**src/rtl/noc_consts.svh**
```systemverilog
// -------------------------------------------------------------------------
// Router size constants shared by the packages and the RTL
// Port count, mesh coordinate width, payload width and input FIFO depth
// -------------------------------------------------------------------------

`ifndef NOC_CONSTS_SVH
`define NOC_CONSTS_SVH

// Local, north, east, south and west
`define NOC_NUM_PORTS 5

// Width of one mesh coordinate so the mesh is at most 4 by 4
`define NOC_COORD_W 2

// Payload bits carried behind the destination fields
`define NOC_PAYLOAD_W 16

// Entries held by each input FIFO before o_ready drops
`define NOC_FIFO_DEPTH 4

`endif
```
**src/rtl/noc_port_pkg.sv**
```systemverilog
// -------------------------------------------------------------------------
// Switch side types for port numbering, request masks and arbitration
// -------------------------------------------------------------------------

`include "noc_consts.svh"

package noc_port_pkg;

  // Port numbering also gives the bit position in every port mask
  typedef enum logic [2:0] {
    PORT_LOCAL = 3'd0,
    PORT_NORTH = 3'd1,
    PORT_EAST  = 3'd2,
    PORT_SOUTH = 3'd3,
    PORT_WEST  = 3'd4
  } port_e;

  // One bit per output port, used for requests and for the free mask
  typedef logic [`NOC_NUM_PORTS-1:0] port_mask_t;

  // One bit per input port, the inputs that one output grants
  typedef logic [`NOC_NUM_PORTS-1:0] grant_row_t;

  // The arbiter only rotates its pointer after a cycle that granted
  typedef enum logic {
    ARB_IDLE    = 1'b0,
    ARB_GRANTED = 1'b1
  } arb_state_e;

endpackage

```
**src/rtl/noc_flit_pkg.sv**
```systemverilog
// -------------------------------------------------------------------------
// Flit format types with the field positions and field access functions
// -------------------------------------------------------------------------

`include "noc_consts.svh"

package noc_flit_pkg;

  typedef logic [`NOC_COORD_W-1:0]   coord_t;
  typedef logic [`NOC_PAYLOAD_W-1:0] payload_t;

  // From the top the flit holds destination x, destination y, then payload
  localparam int FLIT_W     = 2 * `NOC_COORD_W + `NOC_PAYLOAD_W;
  localparam int FLIT_Y_LSB = `NOC_PAYLOAD_W;
  localparam int FLIT_X_LSB = `NOC_PAYLOAD_W + `NOC_COORD_W;

  typedef logic [FLIT_W-1:0] flit_t;

  function automatic coord_t flit_dest_x(flit_t f);
    return f[FLIT_X_LSB +: `NOC_COORD_W];
  endfunction

  function automatic coord_t flit_dest_y(flit_t f);
    return f[FLIT_Y_LSB +: `NOC_COORD_W];
  endfunction

  function automatic flit_t make_flit(coord_t x, coord_t y, payload_t pl);
    return {x, y, pl};
  endfunction

endpackage

```
**src/rtl/noc_switch_if.sv**
```systemverilog
// -------------------------------------------------------------------------
// Link from one input unit to the switch control and the crossbar
// -------------------------------------------------------------------------

`timescale 1ns/1ps

interface noc_switch_if
  import noc_flit_pkg::*;
  import noc_port_pkg::*;
();

  // One-hot output request of the head flit, zero while the FIFO is empty
  port_mask_t req;

  // Flit at the FIFO head, moved by the crossbar when granted
  flit_t      flit;

  // High for the cycle in which some output grants this input
  logic       granted;

  // FIFO holds no flit
  logic       empty;

  // The input unit owns the head flit and its request
  modport unit (output req, output flit, output empty, input granted);

  // The switch control arbitrates on the request and returns the grant
  modport ctrl (input req, input empty, output granted);

  // The crossbar only needs the head flit
  modport xbar (input flit);

endinterface

```
**src/rtl/noc_router.sv**
```systemverilog
// -------------------------------------------------------------------------
// Five-port mesh router top with input units, switch control and crossbar
// -------------------------------------------------------------------------

`timescale 1ns/1ps

`include "noc_consts.svh"

module noc_router
  import noc_flit_pkg::*;
  import noc_port_pkg::*;
#(
  parameter int ROUTER_X = 0,
  parameter int ROUTER_Y = 0
) (
  input  logic                            clk,
  input  logic                            i_reset,

  // Upstream side with one valid/ready channel per port
  input  logic       [`NOC_NUM_PORTS-1:0] i_in_valid,
  input  flit_t      [`NOC_NUM_PORTS-1:0] i_in_flit,
  output logic       [`NOC_NUM_PORTS-1:0] o_in_ready,

  // Downstream side with one valid/ready channel per port
  output logic       [`NOC_NUM_PORTS-1:0] o_out_valid,
  output flit_t      [`NOC_NUM_PORTS-1:0] o_out_flit,
  input  logic       [`NOC_NUM_PORTS-1:0] i_out_ready
);

  localparam int N = `NOC_NUM_PORTS;

  // Outputs able to take a flit at the next edge
  port_mask_t         l_out_free;

  // Grant matrix with one row per output
  grant_row_t [N-1:0] l_grant;

  noc_switch_if u_sw_if [N] ();

  // ------------------------------------------------------------------------
  // Input units
  // ------------------------------------------------------------------------

  for (genvar p = 0; p < N; p++) begin : g_in
    noc_input_unit #(
      .ROUTER_X (ROUTER_X),
      .ROUTER_Y (ROUTER_Y),
      .PORT_ID  (p)
    ) u_input_unit (
      .clk,
      .i_reset,
      .i_valid (i_in_valid[p]),
      .i_flit  (i_in_flit[p]),
      .o_ready (o_in_ready[p]),
      .sw      (u_sw_if[p])
    );
  end

  // ------------------------------------------------------------------------
  // Switch allocation and crossbar
  // ------------------------------------------------------------------------

  noc_switch_control u_switch_control (
    .clk,
    .i_reset,
    .i_out_free (l_out_free),
    .o_grant    (l_grant),
    .ports      (u_sw_if)
  );

  noc_crossbar #(
    .ROUTER_X (ROUTER_X),
    .ROUTER_Y (ROUTER_Y)
  ) u_crossbar (
    .clk,
    .i_reset,
    .i_grant    (l_grant),
    .ports      (u_sw_if),
    .o_out_free (l_out_free),
    .o_valid    (o_out_valid),
    .i_ready    (i_out_ready),
    .o_flit     (o_out_flit)
  );

endmodule

```
**src/rtl/noc_crossbar.sv**
```systemverilog
// -------------------------------------------------------------------------
// Grant-driven crossbar with a one-entry valid/ready register per output
// -------------------------------------------------------------------------

`timescale 1ns/1ps

`include "noc_consts.svh"

module noc_crossbar
  import noc_flit_pkg::*;
  import noc_port_pkg::*;
#(
  parameter int ROUTER_X = 0,
  parameter int ROUTER_Y = 0
) (
  input  logic                            clk,
  input  logic                            i_reset,
  input  grant_row_t [`NOC_NUM_PORTS-1:0] i_grant,
  noc_switch_if.xbar                      ports [`NOC_NUM_PORTS],
  output port_mask_t                      o_out_free,
  output port_mask_t                      o_valid,
  input  port_mask_t                      i_ready,
  output flit_t      [`NOC_NUM_PORTS-1:0] o_flit
);

  localparam int N        = `NOC_NUM_PORTS;
  localparam int MESH_MAX = (1 << `NOC_COORD_W) - 1;

  // Edge routers have no neighbour on some sides and never free those outputs
  localparam port_mask_t LINK_MASK = {ROUTER_X > 0, ROUTER_Y > 0,
                                      ROUTER_X < MESH_MAX, ROUTER_Y < MESH_MAX,
                                      1'b1};

  flit_t [N-1:0] l_in_flit;

  for (genvar i = 0; i < N; i++) begin : g_link
    assign l_in_flit[i] = ports[i].flit;
  end

  for (genvar o = 0; o < N; o++) begin : g_out
    flit_t l_mux;
    logic  l_load;
    logic  r_valid;
    flit_t r_flit;

    // Grant row is one-hot so an OR of the selected flits is the mux
    always_comb begin
      l_mux = '0;
      for (int i = 0; i < N; i++) begin
        if (i_grant[o][i]) l_mux = l_mux | l_in_flit[i];
      end
    end

    assign l_load = |i_grant[o];

    // A load wins over a take since a free slot is the only way to be granted
    always_ff @(posedge clk) begin
      if (i_reset)         r_valid <= 1'b0;
      else if (l_load)     r_valid <= 1'b1;
      else if (i_ready[o]) r_valid <= 1'b0;
    end

    always_ff @(posedge clk) begin
      if (l_load) r_flit <= l_mux;
    end

    // Free when empty or when the held flit leaves at this edge
    assign o_out_free[o] = LINK_MASK[o] & (~r_valid | i_ready[o]);
    assign o_valid[o]    = r_valid;
    assign o_flit[o]     = r_flit;
  end

endmodule

```
**src/rtl/noc_switch_control.sv**
```systemverilog
// -------------------------------------------------------------------------
// Switch allocation with one round-robin arbiter per output port
// Requests are masked by output availability and transposed per output
// -------------------------------------------------------------------------

`timescale 1ns/1ps

`include "noc_consts.svh"

module noc_switch_control
  import noc_port_pkg::*;
(
  input  logic                                clk,
  input  logic                                i_reset,
  input  port_mask_t                          i_out_free,
  output grant_row_t [`NOC_NUM_PORTS-1:0]     o_grant,
  noc_switch_if.ctrl                          ports [`NOC_NUM_PORTS]
);

  localparam int N = `NOC_NUM_PORTS;

  // Indexed by input with one bit per wanted output
  port_mask_t [N-1:0] l_in_req;

  // Indexed by output with one bit per requesting input
  grant_row_t [N-1:0] l_out_req;

  // An input is granted when any output picked it
  logic       [N-1:0] l_in_granted;

  // Each link is unpacked into the request and grant vectors
  for (genvar i = 0; i < N; i++) begin : g_link
    assign l_in_req[i]      = ports[i].empty ? '0 : ports[i].req;
    assign ports[i].granted = l_in_granted[i];
  end

  // Transpose and drop every request for an output that cannot take a flit
  always_comb begin
    for (int o = 0; o < N; o++) begin
      for (int i = 0; i < N; i++) begin
        l_out_req[o][i] = l_in_req[i][o] & i_out_free[o];
      end
    end
  end

  // One input requests one output at most so its column has one bit at most
  always_comb begin
    l_in_granted = '0;
    for (int i = 0; i < N; i++) begin
      for (int o = 0; o < N; o++) begin
        l_in_granted[i] = l_in_granted[i] | o_grant[o][i];
      end
    end
  end

  for (genvar o = 0; o < N; o++) begin : g_arb
    noc_rr_arbiter u_arb (
      .clk,
      .i_reset,
      .i_request (l_out_req[o]),
      .o_grant   (o_grant[o])
    );
  end

endmodule

```
**src/rtl/noc_rr_arbiter.sv**
```systemverilog
// -------------------------------------------------------------------------
// Round-robin arbiter for one output with a registered priority pointer
// -------------------------------------------------------------------------

`timescale 1ns/1ps

`include "noc_consts.svh"

module noc_rr_arbiter
  import noc_port_pkg::*;
(
  input  logic       clk,
  input  logic       i_reset,
  input  grant_row_t i_request,
  output grant_row_t o_grant
);

  localparam int N     = `NOC_NUM_PORTS;
  localparam int IDX_W = $clog2(N);

  arb_state_e       r_state;
  logic [IDX_W-1:0] r_ptr;
  logic [IDX_W-1:0] r_winner;
  logic [IDX_W-1:0] l_ptr;
  logic [IDX_W-1:0] l_winner;
  logic             l_found;

  // After a grant the priority starts at the input after the last winner
  assign l_ptr = (r_state != ARB_GRANTED)          ? r_ptr :
                 (r_winner == IDX_W'(N - 1))       ? '0    :
                                                     r_winner + 1'b1;

  // First request at or after the pointer wins, wrapping past the top
  always_comb begin
    int idx;
    o_grant  = '0;
    l_winner = l_ptr;
    l_found  = 1'b0;
    for (int off = 0; off < N; off++) begin
      idx = int'(l_ptr) + off;
      if (idx >= N) idx = idx - N;
      if (!l_found && i_request[idx]) begin
        l_found      = 1'b1;
        l_winner     = IDX_W'(idx);
        o_grant[idx] = 1'b1;
      end
    end
  end

  always_ff @(posedge clk) begin
    if (i_reset) begin
      r_state  <= ARB_IDLE;
      r_ptr    <= '0;
      r_winner <= '0;
    end else begin
      r_ptr <= l_ptr;
      if (l_found) begin
        r_state  <= ARB_GRANTED;
        r_winner <= l_winner;
      end else begin
        r_state  <= ARB_IDLE;
      end
    end
  end

endmodule

```
**src/rtl/noc_input_unit.sv**
```systemverilog
// -------------------------------------------------------------------------
// Input port FIFO with valid/ready acceptance and XY route of the head flit
// -------------------------------------------------------------------------

`timescale 1ns/1ps

`include "noc_consts.svh"

module noc_input_unit
  import noc_flit_pkg::*;
  import noc_port_pkg::*;
#(
  parameter int ROUTER_X = 0,
  parameter int ROUTER_Y = 0,
  parameter int PORT_ID  = 0
) (
  input  logic       clk,
  input  logic       i_reset,
  input  logic       i_valid,
  input  flit_t      i_flit,
  output logic       o_ready,
  noc_switch_if.unit sw
);

  localparam int DEPTH = `NOC_FIFO_DEPTH;
  localparam int PTR_W = $clog2(DEPTH);
  localparam int CNT_W = $clog2(DEPTH + 1);

  // Coordinates of this router in the mesh
  localparam coord_t MY_X = coord_t'(ROUTER_X);
  localparam coord_t MY_Y = coord_t'(ROUTER_Y);

  // A port number outside the router stops elaboration
  if (PORT_ID < 0 || PORT_ID >= `NOC_NUM_PORTS) begin : g_bad_port_id
    $error("noc_input_unit PORT_ID %0d is not a router port", PORT_ID);
  end

  flit_t            r_mem [DEPTH];
  logic [PTR_W-1:0] r_wr_ptr;
  logic [PTR_W-1:0] r_rd_ptr;
  logic [CNT_W-1:0] r_count;
  logic             l_push;
  logic             l_pop;
  logic             l_empty;
  flit_t            l_head;
  coord_t           l_dx;
  coord_t           l_dy;
  port_e            l_route;

  // Pointer step that wraps at the FIFO depth
  function automatic logic [PTR_W-1:0] ptr_next(logic [PTR_W-1:0] p);
    return (p == PTR_W'(DEPTH - 1)) ? '0 : p + 1'b1;
  endfunction

  // ------------------------------------------------------------------------
  // FIFO storage and control
  // ------------------------------------------------------------------------

  assign l_empty = (r_count == '0);
  assign o_ready = (r_count != CNT_W'(DEPTH));
  assign l_push  = i_valid & o_ready;

  // The head flit leaves at the edge after some output grants it
  assign l_pop   = sw.granted;

  always_ff @(posedge clk) begin
    if (i_reset) begin
      r_wr_ptr <= '0;
      r_rd_ptr <= '0;
      r_count  <= '0;
    end else begin
      if (l_push) r_wr_ptr <= ptr_next(r_wr_ptr);
      if (l_pop)  r_rd_ptr <= ptr_next(r_rd_ptr);
      // Count moves only when exactly one side is active
      if (l_push && !l_pop)      r_count <= r_count + 1'b1;
      else if (!l_push && l_pop) r_count <= r_count - 1'b1;
    end
  end

  // Flit storage written at the tail pointer
  always_ff @(posedge clk) begin
    if (l_push) r_mem[r_wr_ptr] <= i_flit;
  end

  // ------------------------------------------------------------------------
  // XY route of the head flit
  // ------------------------------------------------------------------------

  assign l_head = r_mem[r_rd_ptr];
  assign l_dx   = flit_dest_x(l_head);
  assign l_dy   = flit_dest_y(l_head);

  // X is resolved first, then Y, and a flit already home goes local
  always_comb begin
    if (l_dx > MY_X)      l_route = PORT_EAST;
    else if (l_dx < MY_X) l_route = PORT_WEST;
    else if (l_dy > MY_Y) l_route = PORT_NORTH;
    else if (l_dy < MY_Y) l_route = PORT_SOUTH;
    else                  l_route = PORT_LOCAL;
  end

  assign sw.flit  = l_head;
  assign sw.empty = l_empty;
  assign sw.req   = l_empty ? '0 : (port_mask_t'(1) << l_route);

endmodule

```
**config.mk**
```make
export PLATFORM = sky130hd
export DESIGN_NAME = noc_router
export DESIGN_NICKNAME = d
export VERILOG_FILES = /design/src/rtl/noc_port_pkg.sv /design/src/rtl/noc_flit_pkg.sv /design/src/rtl/noc_switch_if.sv /design/src/rtl/noc_router.sv /design/src/rtl/noc_crossbar.sv /design/src/rtl/noc_switch_control.sv /design/src/rtl/noc_rr_arbiter.sv /design/src/rtl/noc_input_unit.sv
export VERILOG_INCLUDE_DIRS = /design/src /design/src/rtl
export SDC_FILE = /design/constraint.sdc
export NUM_CORES = 1
export LEC_CHECK = 0
export BUFFER_PORTS_ARGS = -buffer_cell sky130_fd_sc_hd__buf_2
export CORE_ASPECT_RATIO = 1.4
export CORE_MARGIN = 1
export CORE_UTILIZATION = 55
export CTS_CLUSTER_SIZE = 8
export DETAILED_ROUTE_END_ITERATION = 7
export PLACE_DENSITY_LB_ADDON = 0.12
export RECOVER_POWER = 100
export SLEW_MARGIN = 10
export SYNTH_ARGS = -nofsm -noshare
export SYNTH_HDL_FRONTEND = slang
export SYNTH_SLANG_ARGS = --single-unit
export TNS_END_PERCENT = 5
```
**constraint.sdc**
```tcl
create_clock -name clk -period 6.8 [get_ports clk]
set_input_delay 0.68 -clock clk [delete_from_list [all_inputs] [get_ports clk]]
set_output_delay 0.68 -clock clk [all_outputs]
set_load 0.005 [all_outputs]
```
==> impl_summary.log <==
INFO  metric route.antenna.remaining_nets = 0
INFO  metric post_drt_wl_per_cell = 25.8 um
INFO  metric ys_seq_area_share = 56.6%
INFO  metric timing.final.max_slew_violations = 0
INFO  metric post_synth_num_cell_types = 124
INFO  metric maxSlewHeadroom = 18.6%
INFO  metric ctsResizeCount = 0
INFO  metric routability_driven_placement_congestion_ratio = 0.931
INFO  metric clk-insertion-delay-late = 0.61 ns
INFO  metric initial_core_util = a little under three fifths
INFO  metric grt_first_pass_wirelength = 110 mm
INFO  metric cts.repair_timing.setup_buffer_count = 0
INFO  metric worst_hold_slack = around 0.33 ns
INFO  metric coreArea = approximately 0.048 mm^2
INFO  metric total_number_of_clock_tree_sinks = ~530
INFO  metric drive_gt1_share = 14.7%
INFO  metric die_width = 189 um
INFO  metric initialDrtViolationCount = roughly 2000
INFO  metric synth_top_family_by_area = compound AO/OA/AOI/OAI gates
INFO  metric timing_worst_setup_path_type = flip-flop to flip-flop
INFO  metric clock.fmax = 154 MHz
INFO  metric crit_arrival = 6.74 ns
INFO  metric synth_seq_cells = 529
INFO  metric dieArea = 0.0497 mm^2
INFO  metric synth_cells = 2013
INFO  metric dr_total_vias = between 15000 and 20000
INFO  metric clock_tree.root_cell = sky130_fd_sc_hd__clkbuf_16
INFO  metric synth_area = approximately 0.027 mm^2
INFO  metric start_kind = flip-flop
INFO  metric top_cells_by_area_synth = sky130_fd_sc_hd__edfxtp_1 51%, sky130_fd_sc_hd__mux4_2 8.2%, sky130_fd_sc_hd__dfxtp_1 5.1%, sky130_fd_sc_hd__ha_1 3.4%, sky130_fd_sc_hd__nand2_1 1.9%
INFO  metric post-synth-top-area-fraction = 51.4%
INFO  metric outcome = finished clean
INFO  metric drc = 0
INFO  metric rows = between 90 and 100
INFO  metric ctsHoldBuffers = 0
INFO  metric first_pass_iters = 6
INFO  metric synth_xor_area_share = 0.620%
INFO  metric synth_simple_gate_area_share = 10.5%
INFO  metric timing.setup.tns = 0 ns
INFO  metric dp_hpwl = 52.9 mm
INFO  metric cts_tree = yes
INFO  metric total_length_of_routed_wires = 73.8 mm
INFO  metric timing.clock.skew = 0.0381 ns
INFO  metric globalRoute.totalOverflow = 0
INFO  metric critical_path_required = 7.05 ns
INFO  metric cts_made_buffers = between 70 and 80
INFO  metric grt_pass1_vias = 18268
INFO  metric most_instantiated_flip_flop_cell_in_the_synthesis_netlist = sky130_fd_sc_hd__edfxtp_1
INFO  metric synth-compound-area-share = 12.8%
INFO  metric area.growth.synth_to_final = 11.8%
INFO  metric grt_antenna_before_repair = 9
INFO  metric grtUsageTotal = 29.7%
INFO  metric cts_max_level = 3
INFO  metric hold_viol = 0
INFO  metric finalWorstPathRequiredPeriod = 6.49 ns
INFO  metric clock_path_buffers = 3
INFO  metric top_level_i_o_count = 222
INFO  metric worst_hold_path.num_cells = 1
INFO  metric cell_type_with_the_highest_aggregate_area_in_the_netlist = sky130_fd_sc_hd__edfxtp_1
INFO  metric synth_area_per_cell = 13.3 um^2
INFO  metric layout.cells.most_common = sky130_fd_sc_hd__edfxtp_1
INFO  metric grt_start_max_net_pins = 37
INFO  metric synth-adder-area-share = 3.95%
INFO  metric timing.final.setup_violations = 0
INFO  metric timing.hold.worst.class = input port to flip-flop
INFO  metric period_utilization_post_route = ~95%
INFO  metric cts_clk_pin_slew_worst_paths = 0.06 ns
INFO  metric numPortBuffers = 177
INFO  metric synthArstFlopShare = 0%
INFO  metric grt_setup_unrepaired = false
INFO  metric top_library_cells_by_usage_in_the_layout_fill_and_taps_aside = 460 x sky130_fd_sc_hd__edfxtp_1, 170 x sky130_fd_sc_hd__clkbuf_1, 139 x sky130_fd_sc_hd__nand2_1, 124 x sky130_fd_sc_hd__nor2_1
INFO  metric yosys_warnings = 0
INFO  metric synthMuxAreaShare = 10.9%
INFO  metric critPathMaxFanout = 20
INFO  metric routed_via_density = 6.46
INFO  metric synth_edf_count = 460
INFO  metric worst_setup_path_end_kind = flip-flop
INFO  metric overall_die_height = 263 um
INFO  metric final_net_count = 2393
INFO  metric transition_at_the_pin_with_the_smallest_max_transition_slack = approximately 1.2 ns
INFO  metric ff2ff_path_depth = 20
INFO  metric cap_viol_max_count = 0
-- synthesized netlist by cell type, types with 7 or more instances --
| library cell | number |
|---|---|
| sky130_fd_sc_hd__nor3_1 | 31 |
| sky130_fd_sc_hd__o21ai_0 | 47 |
| sky130_fd_sc_hd__dfxtp_1 | 69 |
| sky130_fd_sc_hd__a21oi_1 | 97 |
| sky130_fd_sc_hd__o31ai_1 | 7 |
| sky130_fd_sc_hd__nor2b_1 | 19 |
| sky130_fd_sc_hd__and2_1 | 15 |
| sky130_fd_sc_hd__clkbuf_1 | 48 |
| sky130_fd_sc_hd__fa_1 | 8 |
| sky130_fd_sc_hd__ha_1 | 72 |
| sky130_fd_sc_hd__and3_1 | 28 |
| sky130_fd_sc_hd__nor2_1 | 124 |
| sky130_fd_sc_hd__a32oi_1 | 9 |
| sky130_fd_sc_hd__a22oi_1 | 66 |
| sky130_fd_sc_hd__o21ai_1 | 7 |
| sky130_fd_sc_hd__mux2i_1 | 51 |
| sky130_fd_sc_hd__or3_1 | 18 |
| sky130_fd_sc_hd__a31oi_1 | 13 |
| sky130_fd_sc_hd__a211o_1 | 7 |
| sky130_fd_sc_hd__buf_2 | 40 |
| sky130_fd_sc_hd__nand2_1 | 139 |
| sky130_fd_sc_hd__a222oi_1 | 52 |
| sky130_fd_sc_hd__o22ai_1 | 7 |
| sky130_fd_sc_hd__mux4_2 | 98 |
| sky130_fd_sc_hd__xor2_1 | 11 |
| sky130_fd_sc_hd__nand2b_1 | 22 |
| sky130_fd_sc_hd__edfxtp_1 | 460 |
| sky130_fd_sc_hd__xnor2_1 | 8 |
| sky130_fd_sc_hd__nand4_1 | 27 |
| sky130_fd_sc_hd__buf_6 | 13 |
| sky130_fd_sc_hd__o211ai_1 | 19 |
| sky130_fd_sc_hd__a211oi_1 | 22 |
| sky130_fd_sc_hd__nor4_1 | 15 |
| sky130_fd_sc_hd__buf_4 | 59 |
| sky130_fd_sc_hd__inv_1 | 55 |
| sky130_fd_sc_hd__nand3_1 | 30 |
| sky130_fd_sc_hd__inv_2 | 8 |
| sky130_fd_sc_hd__a21o_1 | 9 |
-- stage by stage --
stage | cells | utilization [%] | setup WS, ns | cell area [um^2]
after floorplan | 2060 | - | 1.24 | 27000
after global placement | 2753 | 58.4 | 0.600 | 28100
after detailed placement | 2753 | 58.4 | 0.489 | 28100
after CTS | 2861 | 62.9 | 0.422 | 30300
after global routing | 2863 | 62.4 | 0.0196 | 30000
final | 2866 | 62.4 | 0.308 | 30000
-- final timing paths --
kind,startpoint,end,slack (ns)
setup / recovery,u_switch_control.g_arb[1].u_arb.r_winner[0]$_SDFFE_PP0P_,u_crossbar.g_out[1].r_flit[4]$_DFFE_PP_,0.31
hold / removal,i_in_flit[66],g_in[3].u_input_unit.r_mem[3][6]$_DFFE_PP_,0.33
setup reg to reg,u_switch_control.g_arb[1].u_arb.r_winner[0]$_SDFFE_PP0P_,u_crossbar.g_out[1].r_flit[4]$_DFFE_PP_,0.31
hold reg to reg,g_in[3].u_input_unit.r_rd_ptr[1]$_SDFFE_PP0N_,flip-flop,0.49
-- routing by layer --
metal  part of all wire [%]  track usage, %
met5                  0.085               0
met4                    4.3            13.3
met3                    6.8            5.17
met2                     53            52.9
met1                     36            34.9
-- area by class of cell --
| cell class | instances | area [um^2] |
|---|---|---|
| Fill cell | 3779 | 18100 |
| Sequential cell | 529 | 15200 |
| Multi-Input combinational cell | 1301 | 10600 |
| Clock buffer | 99 | 1990 |
| Timing Repair Buffer | 228 | 1070 |
| Tap cell | 630 | 788 |
| Inverter | 65 | 246 |
| Clock inverter | 9 | 179 |
| Antenna cell | 5 | 12.5 |
-- worst max-delay path, cell delays in order, from the launching register on --
cell,delay [ns]
sky130_fd_sc_hd__dfxtp_1,0.38
sky130_fd_sc_hd__inv_1,0.07
sky130_fd_sc_hd__ha_1,0.24
sky130_fd_sc_hd__or3b_4,0.43
sky130_fd_sc_hd__a31o_2,0.36
sky130_fd_sc_hd__inv_2,0.27
sky130_fd_sc_hd__ha_1,0.48
sky130_fd_sc_hd__nor2_1,0.23
sky130_fd_sc_hd__and3_1,0.25
sky130_fd_sc_hd__a211oi_2,0.20
sky130_fd_sc_hd__buf_4,0.20
sky130_fd_sc_hd__mux2_2,0.33
sky130_fd_sc_hd__a32o_1,0.28
sky130_fd_sc_hd__or2_2,0.32
sky130_fd_sc_hd__nor3_1,0.49
sky130_fd_sc_hd__and4b_1,0.27
sky130_fd_sc_hd__a211o_1,0.22
sky130_fd_sc_hd__clkbuf_2,0.50
sky130_fd_sc_hd__nor4_1,0.14
sky130_fd_sc_hd__nand2b_1,0.10
sky130_fd_sc_hd__clkbuf_4,0.35
-- cell families (layout without fill, tap and decap cells) --
family	count (synthesis)	in the layout
AND/OR/NAND/NOR	534	534
flip-flops	529	529
AO/OA/AOI/OAI	456	456
buffers and inverters	230	401
multiplexers	164	164
adder cells (fa/ha/maj)	80	80
XOR/XNOR	19	19
other	1	53
-- registers in the layout, summed over array words and instances, names as in the netlist, named ones only --
register / flops
u_switch_control.g_arb.u_arb.r_ptr: 9
u_switch_control.g_arb.u_arb.r_winner: 9
u_crossbar.g_out.r_valid: 3
u_crossbar.g_out.r_flit: 60
g_in.u_input_unit.r_count: 15
g_in.u_input_unit.r_rd_ptr: 10
u_switch_control.g_arb.u_arb.r_state: 3
g_in.u_input_unit.r_mem: 400
g_in.u_input_unit.r_wr_ptr: 10
Power is left out: the tool's default activity adds up to more than one toggle a clock period on the data nets, which glitch-free logic cannot reach.
